`src/rtl/mtrap_pkg.sv`:
```
// Shared types, CSR addresses and fixed constants for the machine-mode trap unit.
`default_nettype none

package mtrap_pkg;

    // Data word.
    typedef logic [31:0] xlen_t;
    // CSR address.
    typedef logic [11:0] csr_addr_t;
    // Halfword instruction address, bits 31 to 1.
    typedef logic [31:1] pc_t;
    // Word-aligned trap vector, bits 31 to 2.
    typedef logic [31:2] tvec_t;
    // Interrupt or trap number.
    typedef logic [4:0] cause_t;
    // External interrupt lines 31 to 16.
    typedef logic [31:16] irq_vec_t;
    // Memory-mapped I/O address.
    typedef logic [31:0] mmio_addr_t;

    // Standard machine CSR addresses.
    localparam csr_addr_t CSR_MSTATUS    = 12'h300;
    localparam csr_addr_t CSR_MEDELEG    = 12'h302;
    localparam csr_addr_t CSR_MIDELEG    = 12'h303;
    localparam csr_addr_t CSR_MIE        = 12'h304;
    localparam csr_addr_t CSR_MTVEC      = 12'h305;
    localparam csr_addr_t CSR_MSTATUSH   = 12'h310;
    localparam csr_addr_t CSR_MSCRATCH   = 12'h340;
    localparam csr_addr_t CSR_MEPC       = 12'h341;
    localparam csr_addr_t CSR_MCAUSE     = 12'h342;
    localparam csr_addr_t CSR_MTVAL      = 12'h343;
    localparam csr_addr_t CSR_MIP        = 12'h344;
    localparam csr_addr_t CSR_MVENDORID  = 12'hf11;
    localparam csr_addr_t CSR_MARCHID    = 12'hf12;
    localparam csr_addr_t CSR_MIMPID     = 12'hf13;
    localparam csr_addr_t CSR_MHARTID    = 12'hf14;
    localparam csr_addr_t CSR_MCONFIGPTR = 12'hf15;

    // Identity values.
    localparam xlen_t MVENDORID_VALUE  = 32'h0000_0000;
    localparam xlen_t MARCHID_VALUE    = 32'd37;
    // Version 2.0.0, major in bits 15:8.
    localparam xlen_t MIMPID_VALUE     = 32'h0000_0200;
    localparam xlen_t MCONFIGPTR_VALUE = 32'h0000_0000;

    // Only M-mode exists, so MPP is hardwired.
    localparam logic [1:0] MPP_MACHINE = 2'd3;

    // mstatus field positions.
    localparam int MSTATUS_MIE_BIT  = 3;
    localparam int MSTATUS_MPIE_BIT = 7;
    localparam int MSTATUS_MPP_LSB  = 11;

    // Machine timer interrupt number.
    localparam cause_t TIMER_IRQ_NO = 5'd7;

    // Edges MIE must be held before interrupts may fire.
    localparam int MIE_DELAY = 2;

    // Timer register offsets from the timer base.
    localparam mmio_addr_t MTIME_OFFSET    = 32'h0000_0000;
    localparam mmio_addr_t MTIMECMP_OFFSET = 32'h0000_0008;

endpackage

`default_nettype wire

```
`src/rtl/irq_prioritizer.sv`:
```
// Latches interrupt lines, masks them with mie and picks the lowest pending cause.
`timescale 1ns/1ps
`default_nettype none

module irq_prioritizer (
    input  wire logic             clk,
    input  wire logic             rst,
    input  wire mtrap_pkg::irq_vec_t irq,
    input  wire logic             timer_irq,
    input  wire mtrap_pkg::xlen_t csr_mie,
    output mtrap_pkg::xlen_t      irq_ip,
    output logic                  irq_pending,
    output mtrap_pkg::cause_t     irq_cause
);

    // Pending interrupts that are also enabled.
    mtrap_pkg::xlen_t irq_masked;

    // One register stage on every line.
    always_ff @(posedge clk) begin
        if (rst) begin
            irq_ip <= '0;
        end else begin
            irq_ip                          <= '0;
            irq_ip[31:16]                   <= irq;
            irq_ip[mtrap_pkg::TIMER_IRQ_NO] <= timer_irq;
        end
    end

    assign irq_masked  = irq_ip & csr_mie;
    assign irq_pending = |irq_masked;

    // Scan downward so the lowest set bit is the last one written.
    always_comb begin
        irq_cause = '0;
        for (int i = 31; i >= 0; i--) begin
            if (irq_masked[i]) begin
                irq_cause = mtrap_pkg::cause_t'(i);
            end
        end
    end

endmodule

`default_nettype wire

```
`src/rtl/trap_dispatch.sv`:
```
// Chooses between interrupt, trap and mret each cycle and forms the fetch redirect.
`timescale 1ns/1ps
`default_nettype none

module trap_dispatch (
    input  wire logic              clk,
    input  wire logic              rst,
    input  wire logic              retire_valid,
    input  wire mtrap_pkg::pc_t    retire_pc,
    input  wire logic              retire_trap,
    input  wire mtrap_pkg::cause_t retire_cause,
    input  wire logic              mret,
    input  wire logic              irq_pending,
    input  wire mtrap_pkg::cause_t irq_cause,
    input  wire logic              status_mie,
    input  wire mtrap_pkg::tvec_t  mtvec,
    input  wire mtrap_pkg::pc_t    mepc,
    output logic                   exc_take,
    output logic                   exc_is_irq,
    output mtrap_pkg::cause_t      exc_cause,
    output mtrap_pkg::pc_t         exc_epc,
    output logic                   ret_take,
    output logic                   trap_taken,
    output logic                   trap_is_irq,
    output logic                   redirect_valid,
    output mtrap_pkg::pc_t         redirect_pc
);

    // MIE sampled on the last few edges.
    logic [mtrap_pkg::MIE_DELAY-1:0] mie_hist;
    // Interrupts allowed this cycle.
    logic irq_allowed;
    // Interrupt and trap taken on this retire.
    logic irq_take;
    logic sync_take;

    always_ff @(posedge clk) begin
        if (rst) begin
            mie_hist <= '0;
        end else begin
            mie_hist <= {mie_hist[mtrap_pkg::MIE_DELAY-2:0], status_mie};
        end
    end

    // A freshly set MIE must settle before it opens the gate.
    assign irq_allowed = (&mie_hist) && status_mie;

    // Interrupts win over a trapping instruction.
    assign irq_take  = retire_valid && irq_pending && irq_allowed;
    assign sync_take = retire_valid && retire_trap && !irq_take;

    assign exc_take   = irq_take || sync_take;
    assign exc_is_irq = irq_take;
    assign exc_cause  = irq_take ? irq_cause : retire_cause;
    // The retiring instruction is where execution resumes.
    assign exc_epc    = retire_pc;

    // A trap in the same cycle cancels mret.
    assign ret_take = mret && !exc_take;

    assign trap_taken  = exc_take;
    assign trap_is_irq = exc_is_irq;

    assign redirect_valid = exc_take || ret_take;
    // mtvec is word aligned, so append one zero for the halfword address.
    assign redirect_pc    = exc_take ? {mtvec, 1'b0} : mepc;

endmodule

`default_nettype wire

```
`src/rtl/m_csr_file.sv`:
```
// Machine CSR storage with combinational reads and trap, write and mret updates.
`timescale 1ns/1ps
`default_nettype none

module m_csr_file #(
    // Hart number returned by mhartid.
    parameter mtrap_pkg::xlen_t hartid = '0
) (
    input  wire logic                clk,
    input  wire logic                rst,
    input  wire mtrap_pkg::csr_addr_t csr_addr,
    input  wire logic                csr_we,
    input  wire mtrap_pkg::xlen_t    csr_wdata,
    output mtrap_pkg::xlen_t         csr_rdata,
    output logic                     csr_exists,
    output logic                     csr_rdonly,
    input  wire mtrap_pkg::xlen_t    irq_ip,
    input  wire logic                exc_take,
    input  wire logic                exc_is_irq,
    input  wire mtrap_pkg::cause_t   exc_cause,
    input  wire mtrap_pkg::pc_t      exc_epc,
    input  wire logic                ret_take,
    output logic                     status_mie,
    output mtrap_pkg::xlen_t         csr_mie,
    output mtrap_pkg::tvec_t         mtvec,
    output mtrap_pkg::pc_t           mepc
);

    // mstatus.MPIE.
    logic status_mpie;
    // mscratch.
    mtrap_pkg::xlen_t mscratch;
    // mcause split into flag and number.
    logic              mcause_int;
    mtrap_pkg::cause_t mcause_no;
    // Assembled mstatus.
    mtrap_pkg::xlen_t mstatus_val;

    always_comb begin
        mstatus_val = '0;
        mstatus_val[mtrap_pkg::MSTATUS_MIE_BIT]  = status_mie;
        mstatus_val[mtrap_pkg::MSTATUS_MPIE_BIT] = status_mpie;
        mstatus_val[mtrap_pkg::MSTATUS_MPP_LSB +: 2] = mtrap_pkg::MPP_MACHINE;
    end

    // Top two address bits of 11 mark a read-only CSR.
    assign csr_rdonly = (csr_addr[11:10] == 2'b11);

    // Read mux.
    always_comb begin
        csr_exists = 1'b1;
        csr_rdata  = '0;
        case (csr_addr)
            mtrap_pkg::CSR_MSTATUS:    csr_rdata = mstatus_val;
            mtrap_pkg::CSR_MIE:        csr_rdata = csr_mie;
            mtrap_pkg::CSR_MTVEC:      csr_rdata = {mtvec, 2'b00};
            mtrap_pkg::CSR_MIP:        csr_rdata = irq_ip & csr_mie;
            mtrap_pkg::CSR_MSCRATCH:   csr_rdata = mscratch;
            mtrap_pkg::CSR_MEPC:       csr_rdata = {mepc, 1'b0};
            mtrap_pkg::CSR_MCAUSE:     csr_rdata = {mcause_int, 26'b0, mcause_no};
            // Delegation and trap value are not implemented.
            mtrap_pkg::CSR_MEDELEG,
            mtrap_pkg::CSR_MIDELEG,
            mtrap_pkg::CSR_MSTATUSH,
            mtrap_pkg::CSR_MTVAL:      csr_rdata = '0;
            mtrap_pkg::CSR_MVENDORID:  csr_rdata = mtrap_pkg::MVENDORID_VALUE;
            mtrap_pkg::CSR_MARCHID:    csr_rdata = mtrap_pkg::MARCHID_VALUE;
            mtrap_pkg::CSR_MIMPID:     csr_rdata = mtrap_pkg::MIMPID_VALUE;
            mtrap_pkg::CSR_MHARTID:    csr_rdata = hartid;
            mtrap_pkg::CSR_MCONFIGPTR: csr_rdata = mtrap_pkg::MCONFIGPTR_VALUE;
            default:                   csr_exists = 1'b0;
        endcase
    end

    // Updates: trap first, then CSR write, then mret.
    always_ff @(posedge clk) begin
        if (rst) begin
            status_mie  <= 1'b0;
            status_mpie <= 1'b0;
            csr_mie     <= '0;
            mtvec       <= '0;
            mscratch    <= '0;
            mepc        <= '0;
            mcause_int  <= 1'b0;
            mcause_no   <= '0;
        end else if (exc_take) begin
            // Stack MIE and mask further interrupts.
            status_mpie <= status_mie;
            status_mie  <= 1'b0;
            mepc        <= exc_epc;
            mcause_int  <= exc_is_irq;
            mcause_no   <= exc_cause;
        end else if (csr_we) begin
            case (csr_addr)
                mtrap_pkg::CSR_MSTATUS: begin
                    status_mie  <= csr_wdata[mtrap_pkg::MSTATUS_MIE_BIT];
                    status_mpie <= csr_wdata[mtrap_pkg::MSTATUS_MPIE_BIT];
                end
                mtrap_pkg::CSR_MIE:      csr_mie  <= csr_wdata;
                mtrap_pkg::CSR_MTVEC:    mtvec    <= csr_wdata[31:2];
                mtrap_pkg::CSR_MSCRATCH: mscratch <= csr_wdata;
                mtrap_pkg::CSR_MEPC:     mepc     <= csr_wdata[31:1];
                mtrap_pkg::CSR_MCAUSE: begin
                    mcause_int <= csr_wdata[31];
                    mcause_no  <= csr_wdata[4:0];
                end
                // Read-only and zero CSRs drop the write.
                default: ;
            endcase
        end else if (ret_take) begin
            // Return restores the stacked enable.
            status_mie <= status_mpie;
        end
    end

endmodule

`default_nettype wire

```
`src/rtl/machine_timer.sv`:
```
// Memory-mapped mtime and mtimecmp registers that raise the machine timer interrupt.
`timescale 1ns/1ps
`default_nettype none

module machine_timer #(
    // Address of mtime low word.
    parameter mtrap_pkg::mmio_addr_t timer_base = 32'hff00_0000
) (
    input  wire logic                  clk,
    input  wire logic                  rst,
    input  wire mtrap_pkg::mmio_addr_t mmio_addr,
    input  wire logic                  mmio_we,
    input  wire mtrap_pkg::xlen_t      mmio_wdata,
    output logic                       mmio_hit,
    output mtrap_pkg::xlen_t           mmio_rdata,
    output logic                       timer_irq
);

    // Word addresses of the four halves.
    localparam mtrap_pkg::mmio_addr_t TIME_LO = timer_base + mtrap_pkg::MTIME_OFFSET;
    localparam mtrap_pkg::mmio_addr_t TIME_HI = TIME_LO + 32'd4;
    localparam mtrap_pkg::mmio_addr_t CMP_LO  = timer_base + mtrap_pkg::MTIMECMP_OFFSET;
    localparam mtrap_pkg::mmio_addr_t CMP_HI  = CMP_LO + 32'd4;

    logic [63:0] mtime;
    logic [63:0] mtimecmp;
    // Address decode.
    logic sel_time_lo;
    logic sel_time_hi;
    logic sel_cmp_lo;
    logic sel_cmp_hi;

    assign sel_time_lo = (mmio_addr == TIME_LO);
    assign sel_time_hi = (mmio_addr == TIME_HI);
    assign sel_cmp_lo  = (mmio_addr == CMP_LO);
    assign sel_cmp_hi  = (mmio_addr == CMP_HI);
    assign mmio_hit    = sel_time_lo || sel_time_hi || sel_cmp_lo || sel_cmp_hi;

    always_comb begin
        mmio_rdata = '0;
        if (sel_time_lo) mmio_rdata = mtime[31:0];
        if (sel_time_hi) mmio_rdata = mtime[63:32];
        if (sel_cmp_lo)  mmio_rdata = mtimecmp[31:0];
        if (sel_cmp_hi)  mmio_rdata = mtimecmp[63:32];
    end

    always_ff @(posedge clk) begin
        if (rst) begin
            mtime     <= '0;
            mtimecmp  <= '1;
            timer_irq <= 1'b0;
        end else begin
            // A write to mtime replaces this cycle's increment.
            if (mmio_we && sel_time_lo) begin
                mtime <= {mtime[63:32], mmio_wdata};
            end else if (mmio_we && sel_time_hi) begin
                mtime <= {mmio_wdata, mtime[31:0]};
            end else begin
                mtime <= mtime + 64'd1;
            end
            if (mmio_we && sel_cmp_lo) begin
                mtimecmp[31:0] <= mmio_wdata;
            end
            if (mmio_we && sel_cmp_hi) begin
                mtimecmp[63:32] <= mmio_wdata;
            end
            // Registered compare, one cycle behind mtime.
            timer_irq <= (mtime >= mtimecmp);
        end
    end

endmodule

`default_nettype wire

```
`src/rtl/trap_unit_top.sv`:
```
// Top level of the trap and interrupt controller; connects CSRs, dispatch, IRQs and timer.
`timescale 1ns/1ps
`default_nettype none

module trap_unit_top #(
    // Value of mhartid.
    parameter mtrap_pkg::xlen_t      hartid     = '0,
    // Base address of the timer registers.
    parameter mtrap_pkg::mmio_addr_t timer_base = 32'hff00_0000
) (
    input  wire logic                  clk,
    input  wire logic                  rst,
    // Retiring instruction.
    input  wire logic                  retire_valid,
    input  wire mtrap_pkg::pc_t        retire_pc,
    input  wire logic                  retire_trap,
    input  wire mtrap_pkg::cause_t     retire_cause,
    input  wire logic                  mret,
    // CSR access.
    input  wire mtrap_pkg::csr_addr_t  csr_addr,
    input  wire logic                  csr_we,
    input  wire mtrap_pkg::xlen_t      csr_wdata,
    output mtrap_pkg::xlen_t           csr_rdata,
    output logic                       csr_exists,
    output logic                       csr_rdonly,
    // Timer registers.
    input  wire mtrap_pkg::mmio_addr_t mmio_addr,
    input  wire logic                  mmio_we,
    input  wire mtrap_pkg::xlen_t      mmio_wdata,
    output logic                       mmio_hit,
    output mtrap_pkg::xlen_t           mmio_rdata,
    // External interrupt lines.
    input  wire mtrap_pkg::irq_vec_t   irq,
    // Fetch redirect.
    output logic                       trap_taken,
    output logic                       trap_is_irq,
    output logic                       redirect_valid,
    output mtrap_pkg::pc_t             redirect_pc
);

    logic              timer_irq;
    mtrap_pkg::xlen_t  irq_ip;
    logic              irq_pending;
    mtrap_pkg::cause_t irq_cause;
    mtrap_pkg::xlen_t  csr_mie;
    logic              status_mie;
    mtrap_pkg::tvec_t  mtvec;
    mtrap_pkg::pc_t    mepc;
    // Trap and return updates into the CSRs.
    logic              exc_take;
    logic              exc_is_irq;
    mtrap_pkg::cause_t exc_cause;
    mtrap_pkg::pc_t    exc_epc;
    logic              ret_take;

    irq_prioritizer u_irq (
        .clk(clk), .rst(rst), .irq(irq), .timer_irq(timer_irq), .csr_mie(csr_mie),
        .irq_ip(irq_ip), .irq_pending(irq_pending), .irq_cause(irq_cause)
    );

    trap_dispatch u_dispatch (
        .clk(clk), .rst(rst), .retire_valid(retire_valid), .retire_pc(retire_pc),
        .retire_trap(retire_trap), .retire_cause(retire_cause), .mret(mret),
        .irq_pending(irq_pending), .irq_cause(irq_cause), .status_mie(status_mie),
        .mtvec(mtvec), .mepc(mepc), .exc_take(exc_take), .exc_is_irq(exc_is_irq),
        .exc_cause(exc_cause), .exc_epc(exc_epc), .ret_take(ret_take),
        .trap_taken(trap_taken), .trap_is_irq(trap_is_irq),
        .redirect_valid(redirect_valid), .redirect_pc(redirect_pc)
    );

    m_csr_file #(.hartid(hartid)) u_csr (
        .clk(clk), .rst(rst), .csr_addr(csr_addr), .csr_we(csr_we),
        .csr_wdata(csr_wdata), .csr_rdata(csr_rdata), .csr_exists(csr_exists),
        .csr_rdonly(csr_rdonly), .irq_ip(irq_ip), .exc_take(exc_take),
        .exc_is_irq(exc_is_irq), .exc_cause(exc_cause), .exc_epc(exc_epc),
        .ret_take(ret_take), .status_mie(status_mie), .csr_mie(csr_mie),
        .mtvec(mtvec), .mepc(mepc)
    );

    machine_timer #(.timer_base(timer_base)) u_timer (
        .clk(clk), .rst(rst), .mmio_addr(mmio_addr), .mmio_we(mmio_we),
        .mmio_wdata(mmio_wdata), .mmio_hit(mmio_hit), .mmio_rdata(mmio_rdata),
        .timer_irq(timer_irq)
    );

endmodule

`default_nettype wire

```
`config.mk`:
```
export PLATFORM = sky130hd
export DESIGN_NAME = trap_unit_top
export DESIGN_NICKNAME = d
export VERILOG_FILES = /design/src/rtl/mtrap_pkg.sv /design/src/rtl/irq_prioritizer.sv /design/src/rtl/trap_dispatch.sv /design/src/rtl/m_csr_file.sv /design/src/rtl/machine_timer.sv /design/src/rtl/trap_unit_top.sv
export SDC_FILE = /design/constraint.sdc
export NUM_CORES = 1
export LEC_CHECK = 0
export BUFFER_PORTS_ARGS = -buffer_cell sky130_fd_sc_hd__buf_2
export CAP_MARGIN = 20
export CELL_PAD_IN_SITES_DETAIL_PLACEMENT = 1
export CELL_PAD_IN_SITES_GLOBAL_PLACEMENT = 1
export CORE_MARGIN = 3
export CORE_UTILIZATION = 46
export CTS_CLUSTER_DIAMETER = 50
export DETAILED_ROUTE_END_ITERATION = 7
export HOLD_SLACK_MARGIN = 0.15
export PLACE_DENSITY = 0.92
export SETUP_SLACK_MARGIN = 0.1
export SLEW_MARGIN = 20
export SYNTH_ARGS = -nofsm -noshare
export SYNTH_HDL_FRONTEND = slang
export SYNTH_SLANG_ARGS = --single-unit
export TNS_END_PERCENT = 1
```
`constraint.sdc`:
```
create_clock -name clk -period 4.7 [get_ports clk]
set_input_delay 0.235 -clock clk [delete_from_list [all_inputs] [get_ports clk]]
set_output_delay 0.235 -clock clk [all_outputs]
set_load 0.02 [all_outputs]
```
==> results of run 1 <==
[routing by layer]
metal / global-route usage [%] / vias up
met4: 25.1 / 16
met2: 67.8 / 1371
li1: - / 7660
met5: 0 / -
met1: 44.1 / 8835
met3: 10.8 / 525
[power by group through the flow]
stage / Combinational [mW] / Sequential (mW) / Clock [mW]
floorplan: 0.186 / 2.48 / 0
global placement: 0.345 / 2.49 / 0
detailed placement: 0.356 / 2.50 / 0
CTS: 0.439 / 2.45 / 2.83
global route: 0.506 / 2.45 / 3.00
finish: 0.485 / 2.45 / 2.91
[layout make-up]
class / count / area [sq um]
Tap cell: 448 / 561
Inverter: 101 / 379
Antenna cell: 6 / 15.0
Clock inverter: 13 / 134
Multi-Input combinational cell: 1389 / 9330
Timing Repair Buffer: 413 / 2740
Fill cell: 3977 / 13900
Clock buffer: 52 / 1060
Sequential cell: 281 / 5630
[worst max-delay path by stage]
stage / cells after the start / slack, ns / to
2_1_floorplan: 8 / 2.31 / u_timer.mtime[34]
3_3_place_gp: 7 / 1.49 / u_csr.mtvec[23]
3_5_place_dp: 7 / 1.36 / u_csr.mtvec[25]
4_1_cts: 6 / 0.98 / redirect_pc[12]
5_1_grt: 6 / 0.56 / redirect_pc[15]
6_report: 6 / 0.66 / redirect_pc[15]
[registers in the layout (all words and copies together), names as in the netlist]
| name | count |
|---|---|
| u_timer.mtime | 64 |
| u_timer.mtimecmp | 64 |
| u_csr.csr_mie | 32 |
| u_csr.mscratch | 32 |
| u_csr.mepc | 31 |
| u_csr.mtvec | 30 |
| u_irq.irq_ip | 17 |
| u_csr.mcause_no | 5 |
| u_dispatch.mie_hist | 2 |
| u_csr.mcause_int | 1 |
| u_csr.status_mie | 1 |
| u_csr.status_mpie | 1 |
| u_timer.timer_irq | 1 |
[stage by stage]
stage,hold slack [ns],total power [mW]
CTS,0.195,5.71
finish,0.270,5.84
floorplan,0.353,2.67
global route,0.256,5.96
detailed placement,0.451,2.85
global placement,0.441,2.84
[worst min-delay path, cell delays in order]
cell,delay (ns)
buf_2,0.08
nand2_1,0.14
a21oi_1,0.17
o21a_1,0.14
[cells by family (layout without fill, tap and decap cells)]
group / count (synthesis) / count (layout)
and+or+nand+nor: 710 / 710
AOI/OAI and AO/OA: 509 / 509
DFF: 281 / 281
buffers and inverters: 237 / 579
muxes: 103 / 103
adders and majority gates: 65 / 65
xor gates and xnor gates: 2 / 2
other: 0 / 6
[Yosys cell counts, drive strengths merged, types with 20 or more instances]
library cell	instances	share of area, %
a211o	64	3.5
nor3	38	1.4
ha	65	5.1
and3	50	2.0
a31oi	20	0.79
clkbuf	89	2.1
dfxtp	281	36
nand2	276	6.5
nand3	31	1.0
a21oi	160	5.1
a22oi	36	1.7
inv	101	2.4
nor2b	24	0.95
mux2	33	2.3
nor2	159	3.8
mux2i	38	2.4
buf	47	1.5
a211oi	50	2.4
o21ai	53	1.7
nand4	38	1.6
mux4	32	4.6
nor4	30	1.4
[timing repair]
item / 4_1_cts / 5_1_grt
resized for setup: 0 / 0
setup buffers: 0 / 0
hold endpoints to repair: 273 / 0
hold buffers: 118 / 0
endpoints found under the setup margin: 0 / 0
==> results.ini, run 1 <==
[outcome]
outcome = finished with violations
violations = design-rule violations

[power_and_ir_drop]
swShare_pct = 26.9
powerDensity_nw_per_um2 = 294
intPower_mw = 4.27
seqPwrFrac_pct = 42.0
p_comb_share_pct = 8.3
p_switching_mw = 1.57
p_leak_nw = 8.34
peakVddDrop_mv = 0.317
pwr-share-clk_pct = 49.7

[grt]
grt_pass1_wl_um = 114000
grt_pass1_vias = 19300
overflow = 0
grt_max_degree = 152
antenna_found_initial = 8
track_usage_pct = 39.9

[detailed_routing]
wirelength_um = 77200
drt_pass1_iterations = 8
drtIter0Drc = 2327
wl_met3_um = 8460
wl_met2_um = 36000
antenna_left = 0
dr.max_layer_used = met5
drc = 18
wl_met1_um = 26200
vias_per_cell = 6.81
wl_per_cell_um = 28.6
num_vias = 18400

[layout]
syn2layout_area_growth_pct = 25.4
drive_gt1_share_pct = 19.9
final_cell_mix = dfxtp_1, nand2_1, buf_2
finalNonFillerCells = 2703
final_area_sq_um = 19800
layout_commonest_cell = dfxtp_1
utilization_pct = 58.9
fin_nets = 2455

[synth]
synth_cells = 1907
async_flop_share_pct = 0
yosys-mux-area-fraction_pct = 9.31
synthDistinctLibCells = 74
synth-main-ff-cell = dfxtp_1
postSynthAreaPerCell_sq_um = 8.30
synth_compound_area_share_pct = 22.0
synth_xor_area_share_pct = 0.111
synth_area_sq_um = 15800
synth_edf_count = 0
yosysWarnings = 0
seq_area_frac_synth_pct = 35.6
ys_ff_latch = 281
syn_nets = 2139
synthAdderAreaFrac_pct = 5.14
synth_simple_gate_area_share_pct = 21.9
synth_top_family_by_area = compound AO/OA/AOI/OAI gates

[floorplanning]
dieArea_sq_um = 36700
initial_core_util_pct = 47.0
chipWidth_um = 191
num_rows = 67
fp.coreArea_sq_um = 33700
ios = 268
dieHeight_um = 191

[cts]
ctsHtreeMaxLevel = 2
clock_path_buffers = 3
path_clk_slew_ns = 0.07
clock_sinks = 281
numCtsBuffers = 37
cts_tree = yes
clk-insertion-delay-late_ns = 0.57
cts-root-buf = clkbuf_16

[worst_hold_path]
min_path_cells = 4
whs_endpoint = u_csr.mcause_no[3]
min_path_type = in2reg
worstHoldStart = retire_trap

[worst_setup_path]
r2r-start = u_csr.csr_mie[18]
crit_buf_inv = 2
cp-startpoint = u_csr.csr_mie[18]
crit_path_end_kind = output port
critPathLaunchType = flop
slowest_stage = nor3b_4
critPathMaxStageDelay_ns = 0.72
timing.critical_path.fanout_max = 43
path_cells = a222oi_1 > a41oi_1 > nor3b_4 > buf_4 > mux2_2 > buf_2
reg2regPathDepth = 6
r2r-end = u_csr.mepc[19]
worstPathArrival_ns = 3.80
path_delay_family = compound AO/OA/AOI/OAI gates
worstSetupPathType = reg2out
r2r_setup_slack_ns = 0.77
crit_required_ns = 4.47

[placement]
gp_congestion = 0.919
portBuffers = 267
placed_area_sq_um = 17500
dp_hpwl_um = 42300
post-place-ws_ns = 1.36
place_inst = 2514

[sta]
period_share_pct = 85.9
min_period_ns = 4.04
clock_skew_ns = 0.0605
fin_setup_tns_ns = 0
finalSetupViolations = 0
slew_headroom_pct = 22.1
tightest_slew_ns = 1.17
hold_viol = 0
fmaxAchievable_ghz = 0.248
postLayoutSetupSlackWorst_ns = 0.663
rsz0062_at_grt = false
drv_slew = 0

[flow_run]
maxCapViolations = 0

No activity file was read; power rests on OpenSTA's default activity.
==> run 2, diff against run 1 <==
- CORE_MARGIN: 3 -> 4
- SLEW_MARGIN: 20 -> not set
==> run 2 against run 1 <==
Routed wire length grew 3.3%. Power grew 6.4%. Final area grew 1.0%. The run still ends with design-rule violations left. Fmax grew 6.5%. Largest power group unchanged. Setup slack gained 0.25 ns. Clock-buffer cell count grew 3.
==> results.ini, run 2 (synthesized netlist as in run 1, its figures left out) <==
[outcome]
violations = design-rule violations
outcome = finished with violations

[layout]
fill_cells = 3933
drive_gt1_share_pct = 20.1
syn2layout_area_growth_pct = 26.7
final_cell_mix = dfxtp_1, nand2_1, buf_2
top_regs = u_timer.mtime x64, u_timer.mtimecmp x64
fin_nets = 2458
layout_commonest_cell = dfxtp_1

[worst_hold_path]
worstHoldStart = retire_trap
min_path_type = in2reg

[cts]
clock_sinks = 281
cts-root-buf = clkbuf_16
clock_path_buffers = 3
ctsHtreeMaxLevel = 2
numCtsBuffers = 39
cts_setup_buffers = 0
clk-insertion-delay-late_ns = 0.59
cts_tree = yes
path_clk_slew_ns = 0.07
postCtsResizedCells = 0
cts.hold.buffers_added = 121

[worst_setup_path]
crit_path_end_kind = flop
r2r-end = u_csr.mscratch[9]
crit_required_ns = 5.10
r2r-start = u_csr.csr_mie[18]
reg2regPathDepth = 8
cp-endpoint = u_csr.mscratch[9]
cp-startpoint = u_csr.csr_mie[18]
critPathLaunchType = flop
timing.critical_path.fanout_max = 96
r2r_setup_slack_ns = 0.91
worstSetupPathType = reg2reg
worstPathArrival_ns = 4.19

[floorplanning]
dieHeight_um = 193
num_rows = 67
initial_core_util_pct = 47.0
ios = 268
fp.coreArea_sq_um = 33700
chipWidth_um = 193
dieArea_sq_um = 37400

[grt]
met3_usage_pct = 9.31
grt_max_degree = 120
antenna_found_initial = 3
grt_pass1_vias = 19500
grtUsageMet1_pct = 44.5
top_usage_layer = met2
use_met2_pct = 67.1
overflow = 0
track_usage_pct = 39.5
grt_pass1_wl_um = 119000

[sta]
hold_viol = 0
finalSetupViolations = 0
slew_headroom_pct = 26.1
fmaxAchievable_ghz = 0.264
drv_slew = 0
fin_setup_tns_ns = 0
clock_skew_ns = 0.0483
rsz0062_at_grt = false
min_period_ns = 3.79
tightest_slew_ns = 1.11
period_share_pct = 80.7
hold_ws_ns = 0.298

[placement]
portBuffers = 267
dp_hpwl_um = 41800
gp_congestion = 0.875

[detailed_routing]
drt_pass1_iterations = 8
antenna_left = 0
num_vias = 18800
vias_per_cell = 6.95
wl_per_cell_um = 29.5
drc = 3
wirelength_um = 79800
drtIter0Drc = 2475

[flow_run]
maxCapViolations = 0

[power_and_ir_drop]
p_leak_nw = 8.44
powerDensity_nw_per_um2 = 310
peakVddDrop_mv = 0.300

[run 2: critical path, stage by stage (launching register included)]
cell and delay [ns]:
dfxtp_1 0.39, a222oi_1 0.53, a41oi_1 0.29, nor3b_4 0.30, buf_12 0.43, nand3_1 0.71
buf_4 0.49, nand2_1 0.29, a21oi_1 0.16
[run 2: per-stage QoR]
step	area (sq um)	setup slack (ns)	utilization (%)	power, mW	std cells
2_1_floorplan	15800	2.31	-	2.67	1907
3_3_place_gp	17400	1.58	51.8	2.84	2512
3_5_place_dp	17400	1.38	51.8	2.86	2512
4_1_cts	20000	1.04	59.4	6.08	2702
5_1_grt	20000	0.900	59.5	6.32	2705
6_report	20000	0.909	59.5	6.22	2707
[run 2: worst min-delay path by stage]
| stage | depth (start not counted) | slack [ns] | to |
|---|---|---|---|
| floorplan | 1 | 0.35 | u_timer.mtimecmp[10] |
| finish | 4 | 0.30 | u_csr.mcause_no[3] |
| CTS | 4 | 0.20 | u_csr.mcause_no[3] |
| global placement | 2 | 0.44 | u_csr.mscratch[15] |
| detailed placement | 2 | 0.45 | u_csr.mscratch[2] |
| global route | 4 | 0.27 | u_csr.mcause_no[3] |
[run 2: power by group]
group          internal (mW)  switching, mW
registers               2.41         0.0392
clock network           1.96           1.31
logic                  0.208          0.285
[run 2: routing by layer]
metal / share of wire (%) / vias up
met3: 11 / 558
met5: 0 / -
li1: - / 7665
met1: 34 / 9011
met2: 47 / 1574
met4: 8.2 / 0
[run 2: final cells by class]
cell class	instances	area, sq um	area share (%)
multi-input cells	1389	9330	46.5
clock inverters	14	209	1.04
diodes	5	12.5	0.0624
repair buffers	414	2760	13.8
flip-flops and latches	281	5630	28.1
well taps	448	561	2.80
inverters	101	379	1.89
clock buffers	55	1170	5.82
